<file path="src/sica_defs.svh">
`ifndef SICA_DEFS_SVH
`define SICA_DEFS_SVH

// Sample and vector geometry
`define DATA_WIDTH 16
`define DIM 5

// CORDIC datapath
`define CORDIC_WIDTH 22
`define CORDIC_STAGES 16

// Convergence rules
`define THRESHOLD 32
`define MAX_ITERATIONS 8

`endif

</file>
<file path="src/sica_types_pkg.sv">
`include "sica_defs.svh"

package sica_types_pkg;

    // One serial weight sample
    typedef logic signed [`DATA_WIDTH-1:0] sample_t;

    // Wider word inside the CORDIC to absorb growth
    typedef logic signed [`CORDIC_WIDTH-1:0] cordic_word_t;

    // Element 0 sits in the lowest slot
    typedef sample_t [`DIM-1:0] w_vec_t;

    typedef logic [$clog2(`DIM)-1:0] elem_idx_t;

endpackage

</file>
<file path="src/sica_ctrl_pkg.sv">
`include "sica_defs.svh"

package sica_ctrl_pkg;

    typedef enum logic [2:0] {
        IDLE,
        LOAD_NEW,
        LOAD_OLD,
        MEASURE,
        WAIT
    } buf_state_t;

    typedef logic [$clog2(`MAX_ITERATIONS+1)-1:0] iter_count_t;

endpackage

</file>
<file path="src/cordic_if.sv">
`timescale 1ns/1ps

interface cordic_if;
    import sica_types_pkg::*;

    // Request side
    logic         en;
    cordic_word_t xin;
    cordic_word_t yin;

    // Result side, one pulse per request
    logic         opvld;
    cordic_word_t xout;

    modport requester (output en, xin, yin, input opvld, xout);
    modport core (input en, xin, yin, output opvld, xout);

endinterface

</file>
<file path="src/cordic_vec.sv">
`timescale 1ns/1ps
`include "sica_defs.svh"

module cordic_vec (
    input logic    clk,
    input logic    nreset,
    cordic_if.core cif
);
    import sica_types_pkg::*;

    localparam int STAGE_W = $clog2(`CORDIC_STAGES);

    logic               busy;
    logic               comp;
    logic [STAGE_W-1:0] stage;
    cordic_word_t       x;
    cordic_word_t       y;

    // Sequencing of load, micro-rotations and gain compensation
    always_ff @(posedge clk) begin
        if (!nreset) begin
            busy      <= 1'b0;
            comp      <= 1'b0;
            stage     <= '0;
            cif.opvld <= 1'b0;
        end else begin
            cif.opvld <= 1'b0;
            if (!busy) begin
                if (cif.en) begin
                    busy  <= 1'b1;
                    stage <= '0;
                end
            end else if (!comp) begin
                stage <= stage + 1'b1;
                if (stage == STAGE_W'(`CORDIC_STAGES - 1)) begin
                    comp <= 1'b1;
                end
            end else begin
                comp      <= 1'b0;
                busy      <= 1'b0;
                cif.opvld <= 1'b1;
            end
        end
    end

    always_ff @(posedge clk) begin
        if (!busy && cif.en) begin
            // Fold into the right half plane first
            x <= cif.xin[`CORDIC_WIDTH-1] ? -cif.xin : cif.xin;
            y <= cif.yin;
        end else if (busy && !comp) begin
            // Drive y toward zero
            if (!y[`CORDIC_WIDTH-1]) begin
                x <= x + (y >>> stage);
                y <= y - (x >>> stage);
            end else begin
                x <= x - (y >>> stage);
                y <= y + (x >>> stage);
            end
        end else if (comp) begin
            // Gain of about 0.6074 from four shifted terms
            cif.xout <= (x >>> 1) + (x >>> 3) - (x >>> 6) - (x >>> 9);
        end
    end

    // Requester must wait for opvld before the next call
    assert property (@(posedge clk) disable iff (!nreset) cif.en |-> !busy)
        else $error("cordic_vec: request while busy");

endmodule

</file>
<file path="src/mag_chain.sv">
`timescale 1ns/1ps
`include "sica_defs.svh"

module mag_chain (
    input  logic                    clk,
    input  logic                    nreset,
    input  logic                    start,
    input  sica_types_pkg::w_vec_t  vec,
    output sica_types_pkg::sample_t norm,
    output logic                    done,
    cordic_if.requester             cif
);
    import sica_types_pkg::*;

    typedef enum logic [1:0] {
        CH_IDLE,
        CH_ISSUE,
        CH_WAIT
    } chain_state_t;

    localparam cordic_word_t SAT_MAX = cordic_word_t'((1 << (`DATA_WIDTH - 1)) - 1);
    localparam cordic_word_t SAT_MIN = -SAT_MAX - 1;

    chain_state_t state;
    elem_idx_t    idx;
    cordic_word_t acc;

    function automatic sample_t saturate(input cordic_word_t v);
        if (v > SAT_MAX)
            return sample_t'(SAT_MAX);
        else if (v < SAT_MIN)
            return sample_t'(SAT_MIN);
        else
            return sample_t'(v);
    endfunction

    // Running norm against the next element
    assign cif.en  = (state == CH_ISSUE);
    assign cif.xin = acc;
    assign cif.yin = cordic_word_t'(vec[idx]);

    always_ff @(posedge clk) begin
        if (!nreset) begin
            state <= CH_IDLE;
            idx   <= '0;
            done  <= 1'b0;
        end else begin
            done <= 1'b0;
            case (state)
                CH_IDLE: begin
                    if (start) begin
                        idx   <= elem_idx_t'(1);
                        state <= CH_ISSUE;
                    end
                end
                CH_ISSUE: begin
                    state <= CH_WAIT;
                end
                CH_WAIT: begin
                    if (cif.opvld) begin
                        if (idx == elem_idx_t'(`DIM - 1)) begin
                            done  <= 1'b1;
                            state <= CH_IDLE;
                        end else begin
                            idx   <= idx + 1'b1;
                            state <= CH_ISSUE;
                        end
                    end
                end
                default: state <= CH_IDLE;
            endcase
        end
    end

    always_ff @(posedge clk) begin
        if (state == CH_IDLE && start) begin
            acc <= cordic_word_t'(vec[0]);
        end else if (state == CH_WAIT && cif.opvld) begin
            acc <= cif.xout;
            if (idx == elem_idx_t'(`DIM - 1)) begin
                norm <= saturate(cif.xout);
            end
        end
    end

    assert property (@(posedge clk) disable iff (!nreset) cif.opvld |-> state == CH_WAIT)
        else $error("mag_chain: result without an outstanding call");

endmodule

</file>
<file path="src/w_buffer.sv">
`timescale 1ns/1ps
`include "sica_defs.svh"

module w_buffer (
    input  logic                    clk,
    input  logic                    nreset,
    input  logic                    start,
    input  sica_types_pkg::sample_t serial_w_in,
    input  logic                    serial_w_valid,
    input  logic                    chain_done,
    output logic                    measure,
    output sica_types_pkg::w_vec_t  w_new,
    output sica_types_pkg::w_vec_t  w_diff
);
    import sica_types_pkg::*;
    import sica_ctrl_pkg::*;

    localparam elem_idx_t LAST_ELEM = elem_idx_t'(`DIM - 1);

    buf_state_t state;
    elem_idx_t  load_cnt;
    w_vec_t     w_old;

    always_ff @(posedge clk) begin
        if (!nreset) begin
            state    <= IDLE;
            load_cnt <= '0;
        end else begin
            case (state)
                IDLE: begin
                    if (start) begin
                        load_cnt <= '0;
                        state    <= LOAD_NEW;
                    end
                end
                LOAD_NEW: begin
                    if (serial_w_valid) begin
                        if (load_cnt == LAST_ELEM) begin
                            load_cnt <= '0;
                            state    <= LOAD_OLD;
                        end else begin
                            load_cnt <= load_cnt + 1'b1;
                        end
                    end
                end
                LOAD_OLD: begin
                    if (serial_w_valid) begin
                        if (load_cnt == LAST_ELEM) begin
                            load_cnt <= '0;
                            state    <= MEASURE;
                        end else begin
                            load_cnt <= load_cnt + 1'b1;
                        end
                    end
                end
                MEASURE: state <= WAIT;
                WAIT: begin
                    if (chain_done) begin
                        state <= IDLE;
                    end
                end
                default: state <= IDLE;
            endcase
        end
    end

    // Samples enter at the top so element 0 ends up in slot 0
    always_ff @(posedge clk) begin
        if (state == LOAD_NEW && serial_w_valid) begin
            w_new <= {serial_w_in, w_new[`DIM-1:1]};
        end
        if (state == LOAD_OLD && serial_w_valid) begin
            w_old <= {serial_w_in, w_old[`DIM-1:1]};
        end
    end

    assign measure = (state == MEASURE);

    // New minus old clipped back to sample range
    always_comb begin
        logic signed [`DATA_WIDTH:0] d;
        d = '0;
        for (int i = 0; i < `DIM; i++) begin
            d = w_new[i] - w_old[i];
            if (d[`DATA_WIDTH] != d[`DATA_WIDTH-1])
                w_diff[i] = d[`DATA_WIDTH] ? {1'b1, {(`DATA_WIDTH-1){1'b0}}}
                                           : {1'b0, {(`DATA_WIDTH-1){1'b1}}};
            else
                w_diff[i] = d[`DATA_WIDTH-1:0];
        end
    end

    // Chains report back only while a measurement is outstanding
    assert property (@(posedge clk) disable iff (!nreset) chain_done |-> state == WAIT)
        else $error("w_buffer: chain done outside a measurement");

endmodule

</file>
<file path="src/conv_judge.sv">
`timescale 1ns/1ps
`include "sica_defs.svh"

module conv_judge (
    input  logic                    clk,
    input  logic                    nreset,
    input  logic                    new_done,
    input  sica_types_pkg::sample_t new_norm,
    input  logic                    diff_done,
    input  sica_types_pkg::sample_t diff_norm_in,
    output logic                    done,
    output sica_types_pkg::sample_t w_norm,
    output sica_types_pkg::sample_t diff_norm,
    output logic                    converged,
    output logic                    limit_reached
);
    import sica_types_pkg::*;
    import sica_ctrl_pkg::*;

    logic        have_new;
    logic        have_diff;
    sample_t     new_q;
    sample_t     diff_q;
    iter_count_t iter_cnt;
    logic        both_in;
    logic        pass;
    sample_t     new_val;
    sample_t     diff_val;

    // A result arriving this cycle counts as already in
    assign both_in  = (have_new | new_done) & (have_diff | diff_done);
    assign new_val  = new_done ? new_norm : new_q;
    assign diff_val = diff_done ? diff_norm_in : diff_q;
    assign pass     = (diff_val <= sample_t'(`THRESHOLD));

    assign limit_reached = (iter_cnt == iter_count_t'(`MAX_ITERATIONS));

    always_ff @(posedge clk) begin
        if (!nreset) begin
            have_new  <= 1'b0;
            have_diff <= 1'b0;
            done      <= 1'b0;
            converged <= 1'b0;
            iter_cnt  <= '0;
        end else begin
            done <= 1'b0;
            if (both_in) begin
                have_new  <= 1'b0;
                have_diff <= 1'b0;
                done      <= 1'b1;
                converged <= pass;
                // Consecutive misses, held at the limit
                if (pass)
                    iter_cnt <= '0;
                else if (!limit_reached)
                    iter_cnt <= iter_cnt + 1'b1;
            end else begin
                if (new_done)
                    have_new <= 1'b1;
                if (diff_done)
                    have_diff <= 1'b1;
            end
        end
    end

    always_ff @(posedge clk) begin
        if (new_done)
            new_q <= new_norm;
        if (diff_done)
            diff_q <= diff_norm_in;
        if (both_in) begin
            w_norm    <= new_val;
            diff_norm <= diff_val;
        end
    end

endmodule

</file>
<file path="src/sica_top.sv">
`timescale 1ns/1ps

module sica_top (
    input  logic                    clk,
    input  logic                    nreset,
    input  logic                    start,
    input  sica_types_pkg::sample_t serial_w_in,
    input  logic                    serial_w_valid,
    output logic                    done,
    output logic                    converged,
    output logic                    limit_reached,
    output sica_types_pkg::sample_t w_norm,
    output sica_types_pkg::sample_t diff_norm
);
    import sica_types_pkg::*;

    logic    measure;
    w_vec_t  w_new;
    w_vec_t  w_diff;
    logic    new_done;
    logic    diff_done;
    sample_t new_norm;
    sample_t diff_norm_raw;

    cordic_if new_cif ();
    cordic_if diff_cif ();

    w_buffer w_buffer_i (
        .clk            (clk),
        .nreset         (nreset),
        .start          (start),
        .serial_w_in    (serial_w_in),
        .serial_w_valid (serial_w_valid),
        .chain_done     (done),
        .measure        (measure),
        .w_new          (w_new),
        .w_diff         (w_diff)
    );

    // Norm of the new estimate
    mag_chain new_chain_i (
        .clk    (clk),
        .nreset (nreset),
        .start  (measure),
        .vec    (w_new),
        .norm   (new_norm),
        .done   (new_done),
        .cif    (new_cif.requester)
    );

    cordic_vec new_cordic_i (
        .clk    (clk),
        .nreset (nreset),
        .cif    (new_cif.core)
    );

    // Norm of the step between estimates
    mag_chain diff_chain_i (
        .clk    (clk),
        .nreset (nreset),
        .start  (measure),
        .vec    (w_diff),
        .norm   (diff_norm_raw),
        .done   (diff_done),
        .cif    (diff_cif.requester)
    );

    cordic_vec diff_cordic_i (
        .clk    (clk),
        .nreset (nreset),
        .cif    (diff_cif.core)
    );

    conv_judge conv_judge_i (
        .clk           (clk),
        .nreset        (nreset),
        .new_done      (new_done),
        .new_norm      (new_norm),
        .diff_done     (diff_done),
        .diff_norm_in  (diff_norm_raw),
        .done          (done),
        .w_norm        (w_norm),
        .diff_norm     (diff_norm),
        .converged     (converged),
        .limit_reached (limit_reached)
    );

endmodule

</file>
<file path="config.mk">
export PLATFORM = sky130hd
export DESIGN_NAME = sica_top
export DESIGN_NICKNAME = d
export VERILOG_FILES = /design/src/sica_types_pkg.sv /design/src/sica_ctrl_pkg.sv /design/src/cordic_if.sv /design/src/cordic_vec.sv /design/src/mag_chain.sv /design/src/w_buffer.sv /design/src/conv_judge.sv /design/src/sica_top.sv
export VERILOG_INCLUDE_DIRS = /design/src /design/src/src
export SDC_FILE = /design/constraint.sdc
export NUM_CORES = 2
export LEC_CHECK = 0
export BUFFER_PORTS_ARGS = -buffer_cell sky130_fd_sc_hd__buf_2
export CORE_AREA = 2 2 330 201
export DETAILED_ROUTE_END_ITERATION = 10
export DIE_AREA = 0 0 332 203
export PLACE_DENSITY = 0.76
export SLEW_MARGIN = 20
export SYNTH_ARGS = -nofsm -noshare
export SYNTH_HDL_FRONTEND = slang
export SYNTH_HIERARCHICAL = 1
export SYNTH_SLANG_ARGS = --single-unit
</file>
<file path="constraint.sdc">
create_clock -name clk -period 22.7 [get_ports clk]
set_clock_uncertainty 0.2 [all_clocks]
set_input_delay 4.54 -clock clk [delete_from_list [all_inputs] [get_ports clk]]
set_output_delay 4.54 -clock clk [all_outputs]
set_load 0.05 [all_outputs]
</file>
==> After elaboration in Yosys (flattened, before gate mapping) <==
Cells that the tools add are included.
{ "word_totals": {"ff_bits": 472, "input_bits": 20, "output_inout_bits": 35, "elab_cells": 257} }
{ "classes": {"addsub": 27, "magnitude_cmp": 7, "n_eq_ne": 35, "shifts": 4, "muxes": 84, "bitwise_logic": 10, "reduce_logical": 45} }
{ "op_table": {"columns": ["operator", "n"], "rows": [
  ["2-to-1 mux 22 bit", 18],
  ["2-to-1 mux 16 bit", 16],
  ["binary-select mux 16 bit (select 3 bit)", 2],
  ["adder 22 bit", 4],
  [">>> shifter 22 x 4 -> 22 bit", 4],
  ["subtractor 22 bit", 4],
  ["subtractor 16 x 16 -> 17 bit", 5],
  ["adder 21 x 19 -> 22 bit", 2],
  ["greater-than comparator 22 x 16 -> 1 bit, second input constant", 2],
  ["less-than comparator 22 x 16 -> 1 bit, second input constant", 2],
  ["negation 22 bit", 2],
  ["subtractor 22 x 13 -> 22 bit", 2],
  ["subtractor 22 x 16 -> 22 bit", 2],
  ["2-to-1 mux 3 bit", 14],
  ["2-to-1 mux 4 bit", 8],
  ["AND reduction 3 bit", 7],
  ["!= test 2 x 1 -> 1 bit, second input constant", 9],
  ["case mux 3 bit (2 select lines)", 3],
  ["nonzero test 2 bit", 9],
  ["2-to-1 mux 1 bit", 17],
  ["<= comparator 16 x 7 -> 1 bit, second input constant", 1],
  ["case mux 3 bit (5 select lines)", 1],
  ["!= test 2 bit, second input constant", 7],
  ["AND reduction 2 bit", 7],
  ["22 further kinds", 64]
]} }

==> Logic depth before layout (Yosys ltp) <==
{ "logic_depth": {"ltp_word": 6, "depth_mapped": 25, "ltp_nobuf": 21} }

==> Hierarchy <==
Netlist, hierarchy kept.
{ "by_module_without_submodules": {"columns": ["mod", "n_inst", "cells_each", "area_per_inst_um2", "seq_area_each_um2"], "rows": [
  ["w_buffer", 1, 943, 10321.1, 4924.7],
  ["cordic_vec at new_cordic_i", 1, 1180, 10269.8, 2122.0],
  ["cordic_vec at diff_cordic_i", 1, 1100, 10043.4, 2122.0],
  ["mag_chain", 2, 204, 2612.5, 1261.2],
  ["conv_judge", 1, 154, 2483.6, 1761.7]
]} }

==> Least setup slack after synthesis <==
OpenSTA, ideal clock, no wires.
{ "synth_timing": {"path_kind": "in2reg", "start": "input serial_w_valid", "end": "register w_buffer_i/w_old[0] (netlist bit), enable pin", "setup_time_ps": 616, "arrival_ps": 10013, "required_time_ps": 21884, "setup_slack_ps": 11871, "cell_stages": 2, "path_buffers": 0, "cell_sequence": "nand2_1 -> nor3_1"} }
{ "synth_via": {"elab_chain_cells": 1} }
{ "synth_rtl": {"columns": ["element", "line", "source"], "rows": [
  ["start: declaration", "sica_top.sv:8", "input logic serial_w_valid,"],
  ["logical AND 1 bit", "w_buffer.sv:72", "if (state == LOAD_OLD && serial_w_valid) begin"],
  ["end signal: assignment", "w_buffer.sv:73", "w_old <= {serial_w_in, w_old[`DIM-1:1]};"],
  ["end: declaration", "w_buffer.sv:22", "w_vec_t w_old;"]
]} }
Every way passes these cells.
A chain may end at the register's enable or synchronous reset.

==> Worst setup path in the final report <==
{ "layout_timing": {"start": "register conv_judge_i.iter_cnt[0]", "end": "output limit_reached"} }
{ "layout_via": {"elab_chain_cells": 1} }
{ "layout_rtl": {"columns": ["element", "line", "source"], "rows": [
  ["start: declaration", "conv_judge.sv:24", "iter_count_t iter_cnt;"],
  ["start signal: assignment", "conv_judge.sv:56", "iter_cnt <= iter_cnt + 1'b1;"],
  ["== test 4 bit", "conv_judge.sv:36", "assign limit_reached = (iter_cnt == iter_count_t'(`MAX_ITERATIONS));"],
  ["end: declaration", "sica_top.sv:11", "output logic limit_reached,"]
]} }
Every way passes these cells.

==> results.txt <==
The run finished with clean final reports. The endpoint required time on the critical path is 17.96 ns. Setup slack closes at 16.28 ns. The post-synthesis to final-layout area growth came out at 5.50%. The cell sitting at the root of the clock tree is a sky130_fd_sc_hd__clkbuf_16. The count of endpoints failing hold in the final timing report came out at 0.

The via count normalized by instance count is 6.47. The synthesized netlist occupies a cell area of 38300 µm². The detailed-route wire length per cell is 22.6 µm. The clock tree buffer depth is 3. The final antenna-violating net count came out at 0. In the synthesized netlist the dominant register cell turns out to be sky130_fd_sc_hd__edfxtp_1.

The number of cells produced by synthesis is 3785. The pin count of the biggest net entering global routing is 77. The highest ir drop seen on vdd is 0.0000650 V. Setup total negative slack on the finished layout was measured at 0 ns. The clock sink count is 472.

The area of the core is 64100 µm². Yosys attributes the largest share of cell area to sky130_fd_sc_hd__edfxtp_1 (31%), sky130_fd_sc_hd__ha_1 (7.8%), sky130_fd_sc_hd__mux4_2 (4.4%). STA classifies the critical path endpoint as an output port.

The first-iteration detailed-routing DRC count is 3899. The net load switching power came out at 0.623 mW. The area share of the leading cell type in the synthesized netlist is 31.3%. The sequential cell fraction of total power is 45.3%. Setup repair after global routing left no endpoint under its margin. The clock network fraction of total power is 35.8%. Counting flops with a built-in enable in the synthesized netlist gives 400.

Power spread over the standard cell area amounts to 54.4 nW/µm². The die area is 67400 µm². The number of antenna violations at the first check in global routing came out at 4.

In this run the worst hold path is classified as flip-flop to flip-flop. The total nets after synthesis is 4118. The final estimated routing congestion in global placement is 0.964. The setup-violating endpoint count in the final report is 0. The post-route netlist has 11.5% of its cells at a drive strength greater than 1.

In the finished design, the share of the clock period the worst path needs comes to 28.3%. The synthesized flop and latch total came out at 472. In the final design database the tool counted 4084 nets. Based on the critical path, the design can be clocked at up to 0.156 GHz.

The first detailed-routing pass ran for 6 iterations. The count of final max-slew check failures is 0. The fraction of synthesis flops using an asynchronous set or reset pin is 0%. The sum of internal, switching and leakage power came out at 2.20 mW. The pin slew with the least headroom to its limit came out at 1.15 ns.

The post-synthesis area per instance is 10.1 µm². The proportion of synthesized chip area in sequential cells is 35.1%. The floorplan has 72 rows.

By startpoint and endpoint, the worst setup path is classified as flip-flop to output port. The data arrival time of the critical path is 1.68 ns. The number of standard cells in the layout, taps in and fillers out is 4638. STA classifies the critical path startpoint as a flip-flop. Once the clock tree was built, the resizer swapped 0 gates to a different size. The leakage component of the power came out at 16.0 nW. The headroom to the max-slew limit came out at 23.0%. The placed wire-length estimate after detailed placement is 79500 µm. For this design, the CTS-stage hold fixing added 0 buffers.

The die width came out at 332 µm. The total global routing track utilization is 30.7%. Pin placement for this block handled 55 I/O pins. The combinational fraction of design power came out at 18.8%. After detailed routing, the number of remaining DRC violations is 0. After layout, the minimum clock period comes to 6.42 ns. The routed via count came out at 29990. The wire length of the first global-routing pass is 162000 µm. The TritonCTS clock tree is done. The repair_antennas step left the layout with diodes totalling 0. The internal portion of the total power is 1.58 mW.

The clock buffer count from CTS came out at 45. The fraction of power spent switching nets came out at 28.3%. The cell type contributing the most total cell area after synthesis is sky130_fd_sc_hd__edfxtp_1.

In this run, placement finished with an instance count of 4555. The wire length reported by the detailed router is 105000 µm. The max-capacitance violation count came out at 0. The die is 203 µm tall. The count of distinct cell types in the synthesized netlist came out at 122.

The effective utilization at floorplan is 59.8%. In this run the number of H-tree levels came out at 2. After global routing the overflow that remains totals 0.

The maximum fanout along the worst path came out at 4. The pre-CTS setup slack came out at 15.86 ns. The buffer count from post-CTS setup fixing is 0. Clock-pin slew was measured on the worst setup and hold paths at 0.07 ns. The number of global-route vias before repair came out at 27493. The clock latency on the worst-skew pair is 0.62 ns. The number of warning messages in the yosys log came out at 6.

The number of port buffers came out at 54.
-- worst paths after layout --
| path | start | end | slack (ns) | depth (start not counted) |
|---|---|---|---|---|
| setup reg to reg | diff_cordic_i/stage[2] | diff_cordic_i/x[20] | 16.38 | 17 |
| hold / removal | w_buffer_i/w_old[20] | w_buffer_i/w_old[4] | 0.24 | 0 |
| setup / recovery | conv_judge_i/iter_cnt[0] | limit_reached | 16.28 | 5 |
| hold reg to reg | w_buffer_i/w_old[20] | w_buffer_i/w_old[4] | 0.24 | 0 |
-- final cells by class --
cell class | count | area (µm²)
flip-flops and latches | 472 | 13500
inverters | 280 | 1050
fillers | 5181 | 23700
multi-input cells | 2862 | 22800
repair buffers | 90 | 541
clock inverters | 18 | 193
clock buffers | 65 | 1320
well taps | 851 | 1060
-- kinds of logic after synthesis --
group	after synthesis	synth area share, %
AO/OA/AOI/OAI	996	16.9
AND/OR/NAND/NOR	959	12.2
flip-flops	472	35.1
buffers and inverters	451	5.52
adder cells (fa/ha/maj)	357	12.8
multiplexers	279	11.2
XOR/XNOR	271	6.23
-- stage by stage --
step	area (µm²)	hold WS (ns)	utilization [%]
2_1_floorplan	38300	0.226	-
3_3_place_gp	38900	0.231	60.7
6_report	40500	0.243	63.1
4_1_cts	40400	0.245	63.1
5_1_grt	40500	0.263	63.1
3_5_place_dp	38900	0.234	60.7
-- placed cells by master (no fill, tap or decap), types with 47 or more instances in the layout --
master and n:
sky130_fd_sc_hd__clkbuf_16 48, sky130_fd_sc_hd__nor3_1 48, sky130_fd_sc_hd__fa_1 75, sky130_fd_sc_hd__nor2_1 251, sky130_fd_sc_hd__nand2b_1 47, sky130_fd_sc_hd__o21ai_0 201, sky130_fd_sc_hd__inv_1 276, sky130_fd_sc_hd__o21a_1 66
sky130_fd_sc_hd__xnor2_1 159, sky130_fd_sc_hd__buf_2 54, sky130_fd_sc_hd__a21oi_1 277, sky130_fd_sc_hd__mux2_2 63, sky130_fd_sc_hd__nand2_1 297, sky130_fd_sc_hd__edfxtp_1 400, sky130_fd_sc_hd__dfxtp_1 64, sky130_fd_sc_hd__nand3_1 57
sky130_fd_sc_hd__xor2_1 111, sky130_fd_sc_hd__mux4_2 75, sky130_fd_sc_hd__ha_1 238, sky130_fd_sc_hd__mux2i_1 83, sky130_fd_sc_hd__a21o_1 77
-- per-layer routing --
layer	routed length (µm)	vias up	global-route usage (%)
met1	49900	14501	49.9
met5	8	-	0
met2	38400	1536	38.2
li1	-	13842	-
met4	1390	2	4.72
met3	15100	109	11.1
-- registers in the layout, indices dropped and copies added (netlist names), 4 cells and up --
name                    cells
diff_chain_i/cif.xin       22
diff_chain_i/norm          16
conv_judge_i/iter_cnt       4
diff_cordic_i/stage         4
new_cordic_i/cif.xout      22
w_buffer_i/w_new           80
conv_judge_i/new_q         16
conv_judge_i/diff_norm     16
diff_cordic_i/y            22
diff_cordic_i/x            22
diff_cordic_i/cif.xout     22
new_cordic_i/stage          4
new_cordic_i/y             22
new_cordic_i/x             22
new_chain_i/norm           16
conv_judge_i/w_norm        16
w_buffer_i/w_old           80
new_chain_i/cif.xin        22
conv_judge_i/diff_q        16
-- cells in the mapped netlist, drive strengths merged (88+ instances only) --
cell type	number
o21ai	250
mux2	97
xor2	111
nor2	253
nand2	305
mux4	94
buf	106
a21oi	283
mux2i	88
xnor2	159
edfxtp	400
ha	238
inv	279
-- power groups by stage --
| stage | combinational (mW) | clock [mW] | sequential (mW) |
|---|---|---|---|
| floorplan | 0.313 | 0 | 1.00 |
| global placement | 0.389 | 0 | 1.01 |
| detailed placement | 0.398 | 0 | 1.01 |
| CTS | 0.402 | 0.799 | 0.996 |
| global route | 0.453 | 0.828 | 0.999 |
| finish | 0.414 | 0.789 | 0.998 |
-- worst max-delay path: stages, from the launching register on --
cell and delay (ns):
sky130_fd_sc_hd__dfxtp_1 0.38, sky130_fd_sc_hd__inv_1 0.07, sky130_fd_sc_hd__ha_1 0.21, sky130_fd_sc_hd__nand3b_1 0.17, sky130_fd_sc_hd__inv_1 0.05, sky130_fd_sc_hd__buf_2 0.21
Note: power is estimated with default switching activity, not from simulation.
